==> config.mk <==
export PLATFORM = sky130hd
export DESIGN_NAME = ironhorse_glue
export DESIGN_NICKNAME = d
export VERILOG_FILES = /design/src/rtl/ironhorse_pkg.sv /design/src/rtl/key_decoder.sv /design/src/rtl/control_mixer.sv /design/src/rtl/config_loader.sv /design/src/rtl/pll_reconfig_seq.sv /design/src/rtl/video_color.sv /design/src/rtl/ironhorse_glue.sv
export VERILOG_INCLUDE_DIRS = /design/src /design/src/rtl
export SDC_FILE = /design/constraint.sdc
export NUM_CORES = 1
export LEC_CHECK = 0
export ABC_AREA = 1
export BUFFER_PORTS_ARGS = -buffer_cell sky130_fd_sc_hd__buf_2
export CAP_MARGIN = 30
export CELL_PAD_IN_SITES_DETAIL_PLACEMENT = 0
export CELL_PAD_IN_SITES_GLOBAL_PLACEMENT = 1
export CORE_MARGIN = 2
export CORE_UTILIZATION = 32
export DETAILED_ROUTE_END_ITERATION = 6
export GPL_TIMING_DRIVEN = 0
export PLACE_DENSITY_LB_ADDON = 0.05
export SYNTH_ARGS = -nofsm -noshare
export SYNTH_HDL_FRONTEND = slang
export SYNTH_SLANG_ARGS = --single-unit
==> constraint.sdc <==
create_clock -name CLK_49M -period 1.37 [get_ports CLK_49M]
set_input_delay 0.0685 -clock CLK_49M [delete_from_list [all_inputs] [get_ports CLK_49M]]
set_output_delay 0.0685 -clock CLK_49M [all_outputs]
set_load 0.1 [all_outputs]
==> src/rtl/ironhorse_params.svh <==
// Constants for the Iron Horse cabinet glue logic
// Key codes are PS/2 set 2 make codes without the extended prefix
// PLL counter words target the Cyclone V reconfiguration block
`ifndef IRONHORSE_PARAMS_SVH
`define IRONHORSE_PARAMS_SVH

// ==============================
// Keyboard scan codes
// ==============================
`define IH_KEY_START1    8'h16
`define IH_KEY_START2    8'h1E
`define IH_KEY_COIN1     8'h2E
`define IH_KEY_COIN2     8'h36
`define IH_KEY_SERVICE   8'h46
`define IH_KEY_UP        8'h75
`define IH_KEY_DOWN      8'h72
`define IH_KEY_LEFT      8'h6B
`define IH_KEY_RIGHT     8'h74
`define IH_KEY_B1        8'h14
`define IH_KEY_B2        8'h11
`define IH_KEY_B3        8'h29

// ==============================
// Download stream and video
// ==============================
`define IH_IDX_HEADER    8'd1
`define IH_IDX_DIP       8'd254
`define IH_DIP_BYTES     3
`define IH_PIX_DIV       8

// ==============================
// PLL reconfiguration port
// ==============================
`define IH_PLL_ADDR_MODE   6'd0
`define IH_PLL_ADDR_M      6'd7
`define IH_PLL_ADDR_START  6'd2
`define IH_PLL_M_NATIVE    32'd3639383488
`define IH_PLL_M_60HZ      32'd2971430088
`define IH_PLL_M_BOOTLEG   32'd2748778984
`define IH_BOOTLEG_RECONF  2'b10

`endif

==> src/rtl/ironhorse_pkg.sv <==
// Shared packed types for the cabinet glue logic
// Cabinet and player controls are active low, keyboard and joystick active high
`include "ironhorse_params.svh"

package ironhorse_pkg;

	// Key event as delivered by the host, new event on toggle change
	typedef struct packed {
		logic       toggle;
		logic       pressed;
		logic       extended;
		logic [7:0] code;
	} key_event_t;

	// Held keyboard buttons
	typedef struct packed {
		logic up;
		logic down;
		logic left;
		logic right;
		logic b1;
		logic b2;
		logic b3;
		logic coin1;
		logic coin2;
		logic start1;
		logic start2;
		logic service;
	} kb_buttons_t;

	// Raw joystick word, bit 0 is right
	typedef struct packed {
		logic [5:0] reserved;
		logic       start2;
		logic       coin1;
		logic       start1;
		logic       b3;
		logic       b2;
		logic       b1;
		logic       up;
		logic       down;
		logic       left;
		logic       right;
	} joy_t;

	// Buttons are {b3, b2, b1}, joystick is {down, up, right, left}
	typedef struct packed {
		logic [2:0] buttons;
		logic [3:0] joystick;
	} player_ctrl_t;

	typedef struct packed {
		player_ctrl_t p1;
		player_ctrl_t p2;
		logic [1:0]   coin;
		logic [1:0]   start;
		logic         service;
	} cabinet_ctrl_t;

	typedef struct packed {
		logic        wr;
		logic [7:0]  index;
		logic [24:0] addr;
		logic [7:0]  data;
	} dl_stream_t;

	typedef struct packed {
		logic [1:0] is_bootleg;
		logic       is_japan;
	} board_cfg_t;

	// Byte 0 in the low bits
	typedef struct packed {
		logic [`IH_DIP_BYTES-1:0][7:0] sw;
	} dipsw_t;

	typedef struct packed {
		logic        write;
		logic [5:0]  address;
		logic [31:0] data;
	} pll_mgmt_t;

	typedef struct packed {
		logic [3:0] r;
		logic [3:0] g;
		logic [3:0] b;
	} rgb4_t;

	typedef struct packed {
		logic [7:0] r;
		logic [7:0] g;
		logic [7:0] b;
	} rgb8_t;

endpackage

==> src/rtl/key_decoder.sv <==
// Held-key decoder for host key events
// Extended prefix is ignored, so keypad and arrow codes alias
`timescale 1ns/1ps
`include "ironhorse_params.svh"

module key_decoder (
	input  logic                      CLK_49M,
	input  logic                      reset,
	input  ironhorse_pkg::key_event_t key_event,
	output ironhorse_pkg::kb_buttons_t buttons
);

	// Last toggle level seen
	logic toggle_q;

	always_ff @(posedge CLK_49M) begin
		if (reset) begin
			// Take current level as baseline, no spurious event
			toggle_q <= key_event.toggle;
			buttons  <= '0;
		end else begin
			toggle_q <= key_event.toggle;
			if (toggle_q != key_event.toggle) begin
				case (key_event.code)
					// Cabinet keys
					`IH_KEY_START1:  buttons.start1  <= key_event.pressed;
					`IH_KEY_START2:  buttons.start2  <= key_event.pressed;
					`IH_KEY_COIN1:   buttons.coin1   <= key_event.pressed;
					`IH_KEY_COIN2:   buttons.coin2   <= key_event.pressed;
					`IH_KEY_SERVICE: buttons.service <= key_event.pressed;
					// Directions
					`IH_KEY_UP:      buttons.up      <= key_event.pressed;
					`IH_KEY_DOWN:    buttons.down    <= key_event.pressed;
					`IH_KEY_LEFT:    buttons.left    <= key_event.pressed;
					`IH_KEY_RIGHT:   buttons.right   <= key_event.pressed;
					// Fire buttons
					`IH_KEY_B1:      buttons.b1      <= key_event.pressed;
					`IH_KEY_B2:      buttons.b2      <= key_event.pressed;
					`IH_KEY_B3:      buttons.b3      <= key_event.pressed;
					// Unknown codes leave state alone
					default: ;
				endcase
			end
		end
	end

endmodule

==> src/rtl/control_mixer.sv <==
// Keyboard and joystick merge into active-low cabinet controls
// Keyboard drives both players at once
// Japanese board swaps button 3 between the two joysticks
`timescale 1ns/1ps

module control_mixer (
	input  logic                         CLK_49M,
	input  logic                         reset,
	input  ironhorse_pkg::kb_buttons_t   kb,
	input  ironhorse_pkg::joy_t          joy0,
	input  ironhorse_pkg::joy_t          joy1,
	input  ironhorse_pkg::board_cfg_t    board,
	output ironhorse_pkg::cabinet_ctrl_t cabinet
);

	ironhorse_pkg::cabinet_ctrl_t cab_next;

	// One player, b3_joy picked by the caller for the swap
	function automatic ironhorse_pkg::player_ctrl_t mix_player(
		input ironhorse_pkg::kb_buttons_t k,
		input ironhorse_pkg::joy_t        j,
		input logic                       b3_joy
	);
		ironhorse_pkg::player_ctrl_t p;
		p.buttons  = ~{k.b3 | b3_joy, k.b2 | j.b2, k.b1 | j.b1};
		p.joystick = ~{k.down | j.down, k.up | j.up, k.right | j.right, k.left | j.left};
		return p;
	endfunction

	always_comb begin
		cab_next.p1 = mix_player(kb, joy0, board.is_japan ? joy1.b3 : joy0.b3);
		cab_next.p2 = mix_player(kb, joy1, board.is_japan ? joy0.b3 : joy1.b3);
		// Coin 2 is keyboard only
		cab_next.coin  = ~{kb.coin2, kb.coin1 | joy0.coin1 | joy1.coin1};
		cab_next.start = ~{kb.start2 | joy0.start2 | joy1.start2,
		                   kb.start1 | joy0.start1 | joy1.start1};
		// No joystick mapping for service
		cab_next.service = ~kb.service;
	end

	always_ff @(posedge CLK_49M) begin
		if (reset) begin
			// All released
			cabinet <= '1;
		end else begin
			cabinet <= cab_next;
		end
	end

endmodule

==> src/rtl/config_loader.sv <==
// Board-variant flags and DIP bytes taken from the download stream
// Header byte is only the one at address 0 of its index
// DIP bytes are kept as loaded, inversion is up to the core
`timescale 1ns/1ps
`include "ironhorse_params.svh"

module config_loader (
	input  logic                      CLK_49M,
	input  logic                      reset,
	input  ironhorse_pkg::dl_stream_t dl,
	output ironhorse_pkg::board_cfg_t board,
	output ironhorse_pkg::dipsw_t     dipsw
);

	logic hdr_wr;
	logic dip_wr;

	// Only bytes with the strobe count
	assign hdr_wr = dl.wr && (dl.index == `IH_IDX_HEADER) && (dl.addr == '0);
	assign dip_wr = dl.wr && (dl.index == `IH_IDX_DIP);

	always_ff @(posedge CLK_49M) begin
		if (reset) begin
			board <= '0;
			dipsw <= '0;
		end else begin
			if (hdr_wr) begin
				board.is_bootleg <= dl.data[1:0];
				board.is_japan   <= dl.data[4];
			end
			// Addresses past the last DIP byte drop out here
			if (dip_wr) begin
				for (int i = 0; i < `IH_DIP_BYTES; i++) begin
					if (dl.addr == 25'(i))
						dipsw.sw[i] <= dl.data;
				end
			end
		end
	end

endmodule

==> src/rtl/pll_reconfig_seq.sv <==
// PLL reconfiguration write sequencer, Avalon-style write with wait-request
// Options must hold for two samples before a sequence starts
// All outputs freeze while waitrequest is high
`timescale 1ns/1ps
`include "ironhorse_params.svh"

module pll_reconfig_seq (
	input  logic                     CLK_49M,
	input  logic                     reset,
	input  logic                     underclock,
	input  logic [1:0]               is_bootleg,
	input  logic                     waitrequest,
	output ironhorse_pkg::pll_mgmt_t mgmt
);

	// Write currently presented on the port
	typedef enum logic [1:0] {ST_IDLE, ST_MODE, ST_M, ST_START} step_t;

	step_t      step;
	logic       bl_now;
	logic       uc_s1, uc_s2, uc_cur;
	logic       bl_s1, bl_s2, bl_cur;
	logic       uc_chg, bl_chg;
	logic       restart;
	logic [31:0] m_word;

	assign bl_now = (is_bootleg == `IH_BOOTLEG_RECONF);

	// Stable for two samples and differs from the applied copy
	assign uc_chg = (uc_s1 == uc_s2) && (uc_s2 != uc_cur);
	assign bl_chg = (bl_s1 == bl_s2) && (bl_s2 != bl_cur);

	// Bootleg wins over the 60 Hz adjust
	assign m_word = bl_cur ? `IH_PLL_M_BOOTLEG :
	                uc_cur ? `IH_PLL_M_60HZ : `IH_PLL_M_NATIVE;

	always_ff @(posedge CLK_49M) begin
		if (reset) begin
			// Options at reset release are the baseline
			uc_s1   <= underclock;
			uc_s2   <= underclock;
			uc_cur  <= underclock;
			bl_s1   <= bl_now;
			bl_s2   <= bl_now;
			bl_cur  <= bl_now;
			restart <= 1'b0;
			step    <= ST_IDLE;
			mgmt    <= '0;
		end else begin
			uc_s1 <= underclock;
			uc_s2 <= uc_s1;
			bl_s1 <= bl_now;
			bl_s2 <= bl_s1;
			if (uc_chg)
				uc_cur <= uc_s2;
			if (bl_chg)
				bl_cur <= bl_s2;

			if (waitrequest) begin
				// Port frozen, remember the change for later
				if (uc_chg || bl_chg)
					restart <= 1'b1;
			end else if (uc_chg || bl_chg || restart) begin
				restart <= 1'b0;
				step    <= ST_MODE;
				mgmt    <= '{write: 1'b1, address: `IH_PLL_ADDR_MODE, data: '0};
			end else begin
				// A busy step here means its write was just accepted
				case (step)
					ST_MODE: begin
						step <= ST_M;
						mgmt <= '{write: 1'b1, address: `IH_PLL_ADDR_M, data: m_word};
					end
					ST_M: begin
						step <= ST_START;
						mgmt <= '{write: 1'b1, address: `IH_PLL_ADDR_START, data: '0};
					end
					default: begin
						step       <= ST_IDLE;
						mgmt.write <= 1'b0;
					end
				endcase
			end
		end
	end

endmodule

==> src/rtl/video_color.sv <==
// Resistor-DAC colour lookup and pixel clock enable
// Table values are measured on the original PCB
`timescale 1ns/1ps
`include "ironhorse_params.svh"

module video_color (
	input  logic                 CLK_49M,
	input  logic                 reset,
	input  ironhorse_pkg::rgb4_t rgb_in,
	output ironhorse_pkg::rgb8_t rgb_out,
	output logic                 ce_pix
);

	localparam int DIV_W = $clog2(`IH_PIX_DIV);

	// 4-bit level to 8-bit intensity
	localparam logic [7:0] DAC_TABLE [16] = '{
		8'd0,   8'd14,  8'd31,  8'd46,
		8'd67,  8'd81,  8'd98,  8'd112,
		8'd143, 8'd157, 8'd174, 8'd188,
		8'd209, 8'd224, 8'd241, 8'd255
	};

	logic [DIV_W-1:0] div;

	// Colour path
	always_ff @(posedge CLK_49M) begin
		rgb_out.r <= DAC_TABLE[rgb_in.r];
		rgb_out.g <= DAC_TABLE[rgb_in.g];
		rgb_out.b <= DAC_TABLE[rgb_in.b];
	end

	// One enable per divider period
	always_ff @(posedge CLK_49M) begin
		if (reset) begin
			div    <= '0;
			ce_pix <= 1'b0;
		end else begin
			div    <= (div == DIV_W'(`IH_PIX_DIV - 1)) ? '0 : div + 1'b1;
			ce_pix <= (div == '0);
		end
	end

endmodule

==> src/rtl/ironhorse_glue.sv <==
// Cabinet glue top level for the Iron Horse core wrapper
// Single clock domain, synchronous active-high reset
`timescale 1ns/1ps

module ironhorse_glue (
	input  logic                         CLK_49M,
	input  logic                         reset,
	input  ironhorse_pkg::key_event_t    key_event,
	input  ironhorse_pkg::joy_t          joy0,
	input  ironhorse_pkg::joy_t          joy1,
	input  ironhorse_pkg::dl_stream_t    dl,
	input  logic                         underclock,
	input  ironhorse_pkg::rgb4_t         rgb_in,
	input  logic                         pll_waitrequest,
	output ironhorse_pkg::cabinet_ctrl_t cabinet,
	output ironhorse_pkg::dipsw_t        dipsw,
	output ironhorse_pkg::board_cfg_t    board,
	output ironhorse_pkg::rgb8_t         rgb_out,
	output logic                         ce_pix,
	output ironhorse_pkg::pll_mgmt_t     pll_mgmt
);

	ironhorse_pkg::kb_buttons_t kb_buttons;

	// ==============================
	// Controls
	// ==============================
	key_decoder key_decoder_i (
		.CLK_49M   (CLK_49M),
		.reset     (reset),
		.key_event (key_event),
		.buttons   (kb_buttons)
	);

	control_mixer control_mixer_i (
		.CLK_49M (CLK_49M),
		.reset   (reset),
		.kb      (kb_buttons),
		.joy0    (joy0),
		.joy1    (joy1),
		.board   (board),
		.cabinet (cabinet)
	);

	// ==============================
	// Configuration and clocks
	// ==============================
	config_loader config_loader_i (
		.CLK_49M (CLK_49M),
		.reset   (reset),
		.dl      (dl),
		.board   (board),
		.dipsw   (dipsw)
	);

	pll_reconfig_seq pll_reconfig_seq_i (
		.CLK_49M     (CLK_49M),
		.reset       (reset),
		.underclock  (underclock),
		.is_bootleg  (board.is_bootleg),
		.waitrequest (pll_waitrequest),
		.mgmt        (pll_mgmt)
	);

	// Video
	video_color video_color_i (
		.CLK_49M (CLK_49M),
		.reset   (reset),
		.rgb_in  (rgb_in),
		.rgb_out (rgb_out),
		.ce_pix  (ce_pix)
	);

endmodule

==> results_dict.tcl, run 1 <==
set metrics [dict create \
    outcome "completed" \
    synth_area_leader_cell "dfxtp_1" \
    vias_per_cell 4.32 \
    fin_util_pct 46.2 \
    end_kind "output port" \
    fmax_mhz 757 \
    hold_class "input port to flip-flop" \
    post-route-period-util_pct 96.4 \
    place_ws_ps -215 \
    swShare_pct 38.1 \
    p_per_area_nw_per_um2 1350 \
    grt_usage_pct 15.7 \
    dieArea_um2 15000 \
    ys_warn_count 0 \
    r2r-start "pll_reconfig_seq_i.bl_cur" \
    place_area_um2 5690 \
    area_growth_syn_to_layout_pct 42.2 \
    diodes 0 \
    antenna_found_initial 0 \
    fin_ws_ps 49.5 \
    r2r_end "pll_reconfig_seq_i.mgmt[29]" \
    netlist_area_um2 4480 \
    wl_met1_mm 5.28 \
    path_class "flip-flop to output port" \
    final_max_slew_viol_count 0 \
    dieHeight_um 122 \
    p_switching_uw 3270 \
    p_seq_share_pct 37.2 \
    fill_cells 1422 \
    netlist_top_cells_area "dfxtp_1 45%, nand2_1 11%, nor2_1 10%" \
    clock_path_buffers 2 \
    hold_depth 3 \
    critPathMaxFanout 7 \
    dr_total_vias 4526 \
    cts_tree "built" \
    clock_power_share_pct 32.5 \
    grt_pass1_wl_mm 18.5 \
    synth.avg_cell_area_um2 7.19 \
    wire_per_inst_um 11.3 \
    min_period_ps 1320 \
    p_comb_share_pct 30.3 \
    grt_remaining_overflow 0 \
    fin_nets 967 \
    dr_wl_met2_mm 5.51 \
    cp.required_ps 1300 \
    clockRootBuffer "clkbuf_16" \
    drive_gt1_share_pct 32.4 \
    r2r_setup_slack_ps 120 \
    cp.arrival_ps 1250 \
    yosysSeqAreaShare_pct 46.1 \
    htree_levels 3 \
    drc 0 \
    stdcell_area_um2 6360 \
    routed_wl_mm 11.8 \
    relSlewSlack_pct 61.3 \
    die_w_um 122 \
    cap_violations 0 \
    p_leak_uw 0.00321 \
    numCtsBuffers 9 \
    start_kind "flip-flop" \
    synthCells 623 \
    num_io_pins 211 \
    ys_types 35 \
    clock-sinks 102 \
    drt_iter0_drc 112 \
    clock_skew_ps 3.75 \
    dr.pass1.iters 4 \
    setup_violations 0 \
    worstHoldStart "rgb_in[9]" \
    ant_nets 0 \
    place.gp.congestion 0.776 \
    vdd_ir_drop_max_v 0.000628 \
    tightestPinTransition_ps 578 \
    first_global_vias 4096 \
    worstSkewPairLatency_ps 350 \
    clk_pin_slew_worst_paths_ps 70 \
    hold_violations 0 \
    portBuffers 188 \
    r2r_cells 8 \
    num_rows 43 \
    final_common_cell "buf_2" \
    dr.max_layer_used "met4" \
    hold_end "video_color_i.rgb_out[19]" \
    initial_core_util_pct 32.5 \
    power.total_uw 8580 \
    dr_wl_met3_um 856 \
    synth.top_cell.area_share_pct 44.7 \
    fp.coreArea_um2 13800 \
    dpl.hpwl_mm 8.96 \
    p_int_uw 5310 \
    layout_common_cells "188 x buf_2, 132 x nand2_1, 122 x nor2_1, 88 x dfxtp_1, 70 x inv_1" \
    grt_max_degree 17 \
    ys_ff_latch 102 \
]
-- routing by layer --
layer	up-vias	GRT usage, %
met3	11	5.11
met5	-	0
met4	0	5.03
met2	134	26.1
met1	1993	19.2
li1	2388	-
-- worst max path at each step --
stage / from / endpoint / slack, ps / depth (start not counted)
after CTS: pll_reconfig_seq_i.uc_cur / pll_reconfig_seq_i.mgmt[29] / 2 / 8
after floorplan: config_loader_i.board[0] / control_mixer_i.cabinet[11] / 20 / 4
after detailed placement: reset / pll_reconfig_seq_i.bl_cur / -210 / 5
after global placement: reset / pll_reconfig_seq_i.uc_cur / -210 / 5
after global routing: pll_reconfig_seq_i.uc_cur / pll_reconfig_seq_i.mgmt[30] / -7 / 8
final: pll_reconfig_seq_i.mgmt[18] / pll_mgmt[18] / 50 / 2
-- repair_timing --
action	4_1_cts	5_1_grt
endpoints found under the setup margin	9	16
hold buffers	28	0
gates cloned	0	1
pin swaps	0	2
setup buffers	1	2
endpoints found under the hold margin	34	0
gates resized for setup	2	10
-- power by group through the flow --
stage | sequential [uW] | clock (uW) | combinational (uW)
after floorplan | 4100 | 0 | 1230
after global placement | 3260 | 0 | 2500
after detailed placement | 3260 | 0 | 2510
after CTS | 3190 | 2870 | 2590
after global routing | 3210 | 3000 | 2750
final | 3190 | 2790 | 2600
-- flip-flops by register name (all words and copies together) (netlist names), 2 cells and up --
name	flops
config_loader_i.board	3
control_mixer_i.cabinet	19
video_color_i.rgb_out	21
pll_reconfig_seq_i.mgmt	9
pll_reconfig_seq_i.step	2
video_color_i.div	3
key_decoder_i.buttons	12
config_loader_i.dipsw	24
-- stage by stage --
step	cells	hold slack, ps	setup TNS, ps
after floorplan	631	96.2	0
after global placement	999	187	-1500
after detailed placement	999	190	-1740
after CTS	1044	7.22	0
after global routing	1047	24.8	-8.68
final	1047	18.5	0
-- cells in the mapped netlist (all sizes together) --
master	number
a221oi	1
buf	39
a21oi	18
a22oi	2
nand3b	2
o21ai	41
nand2	138
o21bai	1
or2	2
o21a	1
inv	74
o211ai	1
nand4	7
o31ai	4
ha	4
nand3	39
nor2	133
nor2b	1
edfxtp	2
clkbuf	6
and2	2
conb	1
nor3	4
dfxtp	100
-- cell type report --
class | instances | area, um2 | share of cell area, %
sequential | 102 | 2080 | 32.6
tap | 180 | 225 | 3.54
buffer | 45 | 309 | 4.86
clock buffer | 13 | 282 | 4.42
inverter | 74 | 278 | 4.36
multi-input combinational | 411 | 1900 | 29.9
clock inverter | 3 | 47.5 | 0.747
timing repair buffer | 219 | 1250 | 19.6
-- kinds of logic (layout without fill, tap and decap cells) --
group / Yosys count / after routing / share of synthesized area (%)
compound gates: 69 / 69 / 8.30
fa+ha+maj: 4 / 4 / 1.12
buf+inv: 119 / 354 / 13.1
flops: 102 / 102 / 46.1
other cells: 1 / 9 / 0.0838
simple gates: 328 / 329 / 31.3
-- critical path, cell delays in order, from the launching register on --
cell,delay [ps]
dfxtp_2,380
buf_4,120
buf_2,410
(Power assumes the default switching activity.)
==> run 2: changes to the inputs <==
--- a/config.mk
+++ b/config.mk
@@ -12,7 +12,8 @@
 export CELL_PAD_IN_SITES_DETAIL_PLACEMENT = 0
 export CELL_PAD_IN_SITES_GLOBAL_PLACEMENT = 1
 export CORE_MARGIN = 2
-export CORE_UTILIZATION = 32
+export CORE_UTILIZATION = 33
+export CTS_BUF_LIST = sky130_fd_sc_hd__clkbuf_8
 export DETAILED_ROUTE_END_ITERATION = 6
 export GPL_TIMING_DRIVEN = 0
 export PLACE_DENSITY_LB_ADDON = 0.05
==> run 2 against run 1 <==
Compared with the run above: design area is 0.26% higher; final cell count grew 0.57%; sequential cell count unchanged; power decreased by 6.6%; sequential power about the same; clock skew increased by 2.7 ps; register-to-register slack got worse by 30 ps; global-route usage up 0.27 points; clock-buffer cell count down 3; first-iteration DRC count rose by 17%.
==> results_dict.tcl, run 2 (same netlist as run 1, synthesis figures left out) <==
set metrics [dict create \
    outcome "completed" \
    clockRootBuffer "clkbuf_8" \
    relSlewSlack_pct 61.0 \
    start_kind "flip-flop" \
    antenna_found_initial 0 \
    grt_max_degree 17 \
    setup_violations 0 \
    tightestPinTransition_ps 583 \
    fmax_mhz 760 \
    place_area_um2 5680 \
    hold_class "input port to flip-flop" \
    cp.arrival_ps 1250 \
    initial_core_util_pct 33.8 \
    place_ws_ps -198 \
    num_io_pins 211 \
    post-place-cells 995 \
    numCtsBuffers 9 \
    area_growth_syn_to_layout_pct 42.5 \
    fin_nets 977 \
    grt_usage_pct 15.9 \
    drive_gt1_share_pct 32.3 \
    hold_violations 0 \
    dpl.hpwl_mm 8.94 \
    wire_per_inst_um 11.1 \
    r2r_setup_slack_ps 90 \
    first_global_vias 4094 \
    stdcell_count 1053 \
    ant_nets 0 \
    die_w_um 120 \
    final_max_slew_viol_count 0 \
    end_kind "output port" \
    vias_per_cell 4.34 \
    final_common_cell "buf_2" \
    dr.pass1.iters 4 \
    cp.required_ps 1300 \
    htree_levels 3 \
    cap_violations 0 \
    drt_iter0_drc 131 \
    clock_path_buffers 2 \
    routed_wl_mm 11.7 \
    worstSkewPairLatency_ps 380 \
    grt_pass1_wl_mm 18.5 \
    dieArea_um2 14500 \
    drc 0 \
    num_rows 42 \
    p_leak_uw 0.00320 \
    top_regs "config_loader_i.dipsw x24, video_color_i.rgb_out x21, control_mixer_i.cabinet x19" \
    path_class "flip-flop to output port" \
    clock_skew_ps 6.43 \
    place.gp.congestion 0.740 \
    p_per_area_nw_per_um2 1260 \
    critPathMaxFanout 4 \
    clock-sinks 102 \
    diodes 0 \
    hold_slack_ps 17.7 \
    fp.coreArea_um2 13200 \
    stdcell_area_um2 6380 \
    portBuffers 188 \
    clk_pin_slew_worst_paths_ps 100 \
    layout_common_cells "170 x buf_2, 132 x nand2_1, 123 x nor2_1, 88 x dfxtp_1, 71 x inv_1" \
    grt_remaining_overflow 0 \
    cts_tree "built" \
    vdd_ir_drop_max_v 0.000629 \
    finalSetupTns_ps 0 \
    fin_ws_ps 54.8 \
    dr_total_vias 4572 \
    dieHeight_um 120 \
    top_register "config_loader_i.dipsw" \
    post-route-period-util_pct 96.0 \
    min_period_ps 1320 \
    largest_reg_flops 24 \
]
==> run 2: final cells by class <==
| class | count | area, um2 |
|---|---|---|
| plain buffers | 45 | 309 |
| clock buffers | 10 | 138 |
| clock inverters | 6 | 85.1 |
| fillers | 1361 | 6860 |
| inverters | 74 | 278 |
| multi-input cells | 410 | 1880 |
| flip-flops and latches | 102 | 2080 |
| well taps | 176 | 220 |
| repair buffers | 230 | 1390 |
==> run 2: worst max-delay path: stages (launching register included) <==
cell     delay, ps
dfxtp_2        360
buf_4          100
buf_2          410
==> run 2: report_power, final <==
| part | internal (uW) | leakage, uW | switching [uW] |
|---|---|---|---|
| Clock | 1080 | 0.000114 | 1080 |
| Sequential | 3120 | 0.000848 | 67.7 |
| Combinational | 611 | 0.00224 | 2050 |
| Total | 4810 | 0.00320 | 3210 |
==> run 2: repair_timing <==
item	CTS	global route
pin swaps	0	4
setup buffers	1	6
gates resized for setup	13	17
hold endpoints to repair	42	0
endpoints found under the setup margin	19	21
hold buffers	35	0
==> run 2: through the flow <==
stage | power [uW] | utilization [%]
final | 8010 | 48.2
after floorplan | 5330 | -
after detailed placement | 5770 | 42.9
after global placement | 5760 | 42.9
after global routing | 8360 | 48.2
after CTS | 8070 | 47.6
==> run 2: worst paths after layout <==
| path | startpoint | to | depth (start not counted) |
|---|---|---|---|
| setup / recovery | pll_reconfig_seq_i.mgmt[28] | pll_mgmt[28] | 2 |
| hold / removal | reset | pll_reconfig_seq_i.restart | 4 |
| setup reg to reg | pll_reconfig_seq_i.bl_cur | pll_reconfig_seq_i.mgmt[29] | 9 |
| hold reg to reg | key_decoder_i.buttons[0] | control_mixer_i.cabinet[0] | 1 |
==> run 2: per-layer routing <==
| layer | vias up | part of all wire (%) | wire length, um | track usage, % |
|---|---|---|---|---|
| li1 | 2400 | - | - | - |
| met1 | 2030 | 44 | 5160 | 19.4 |
| met2 | 132 | 48 | 5600 | 26.8 |
| met3 | 10 | 7.1 | 836 | 5.05 |
| met4 | 0 | 1.2 | 141 | 5.01 |
| met5 | - | 0 | 0 | 0 |
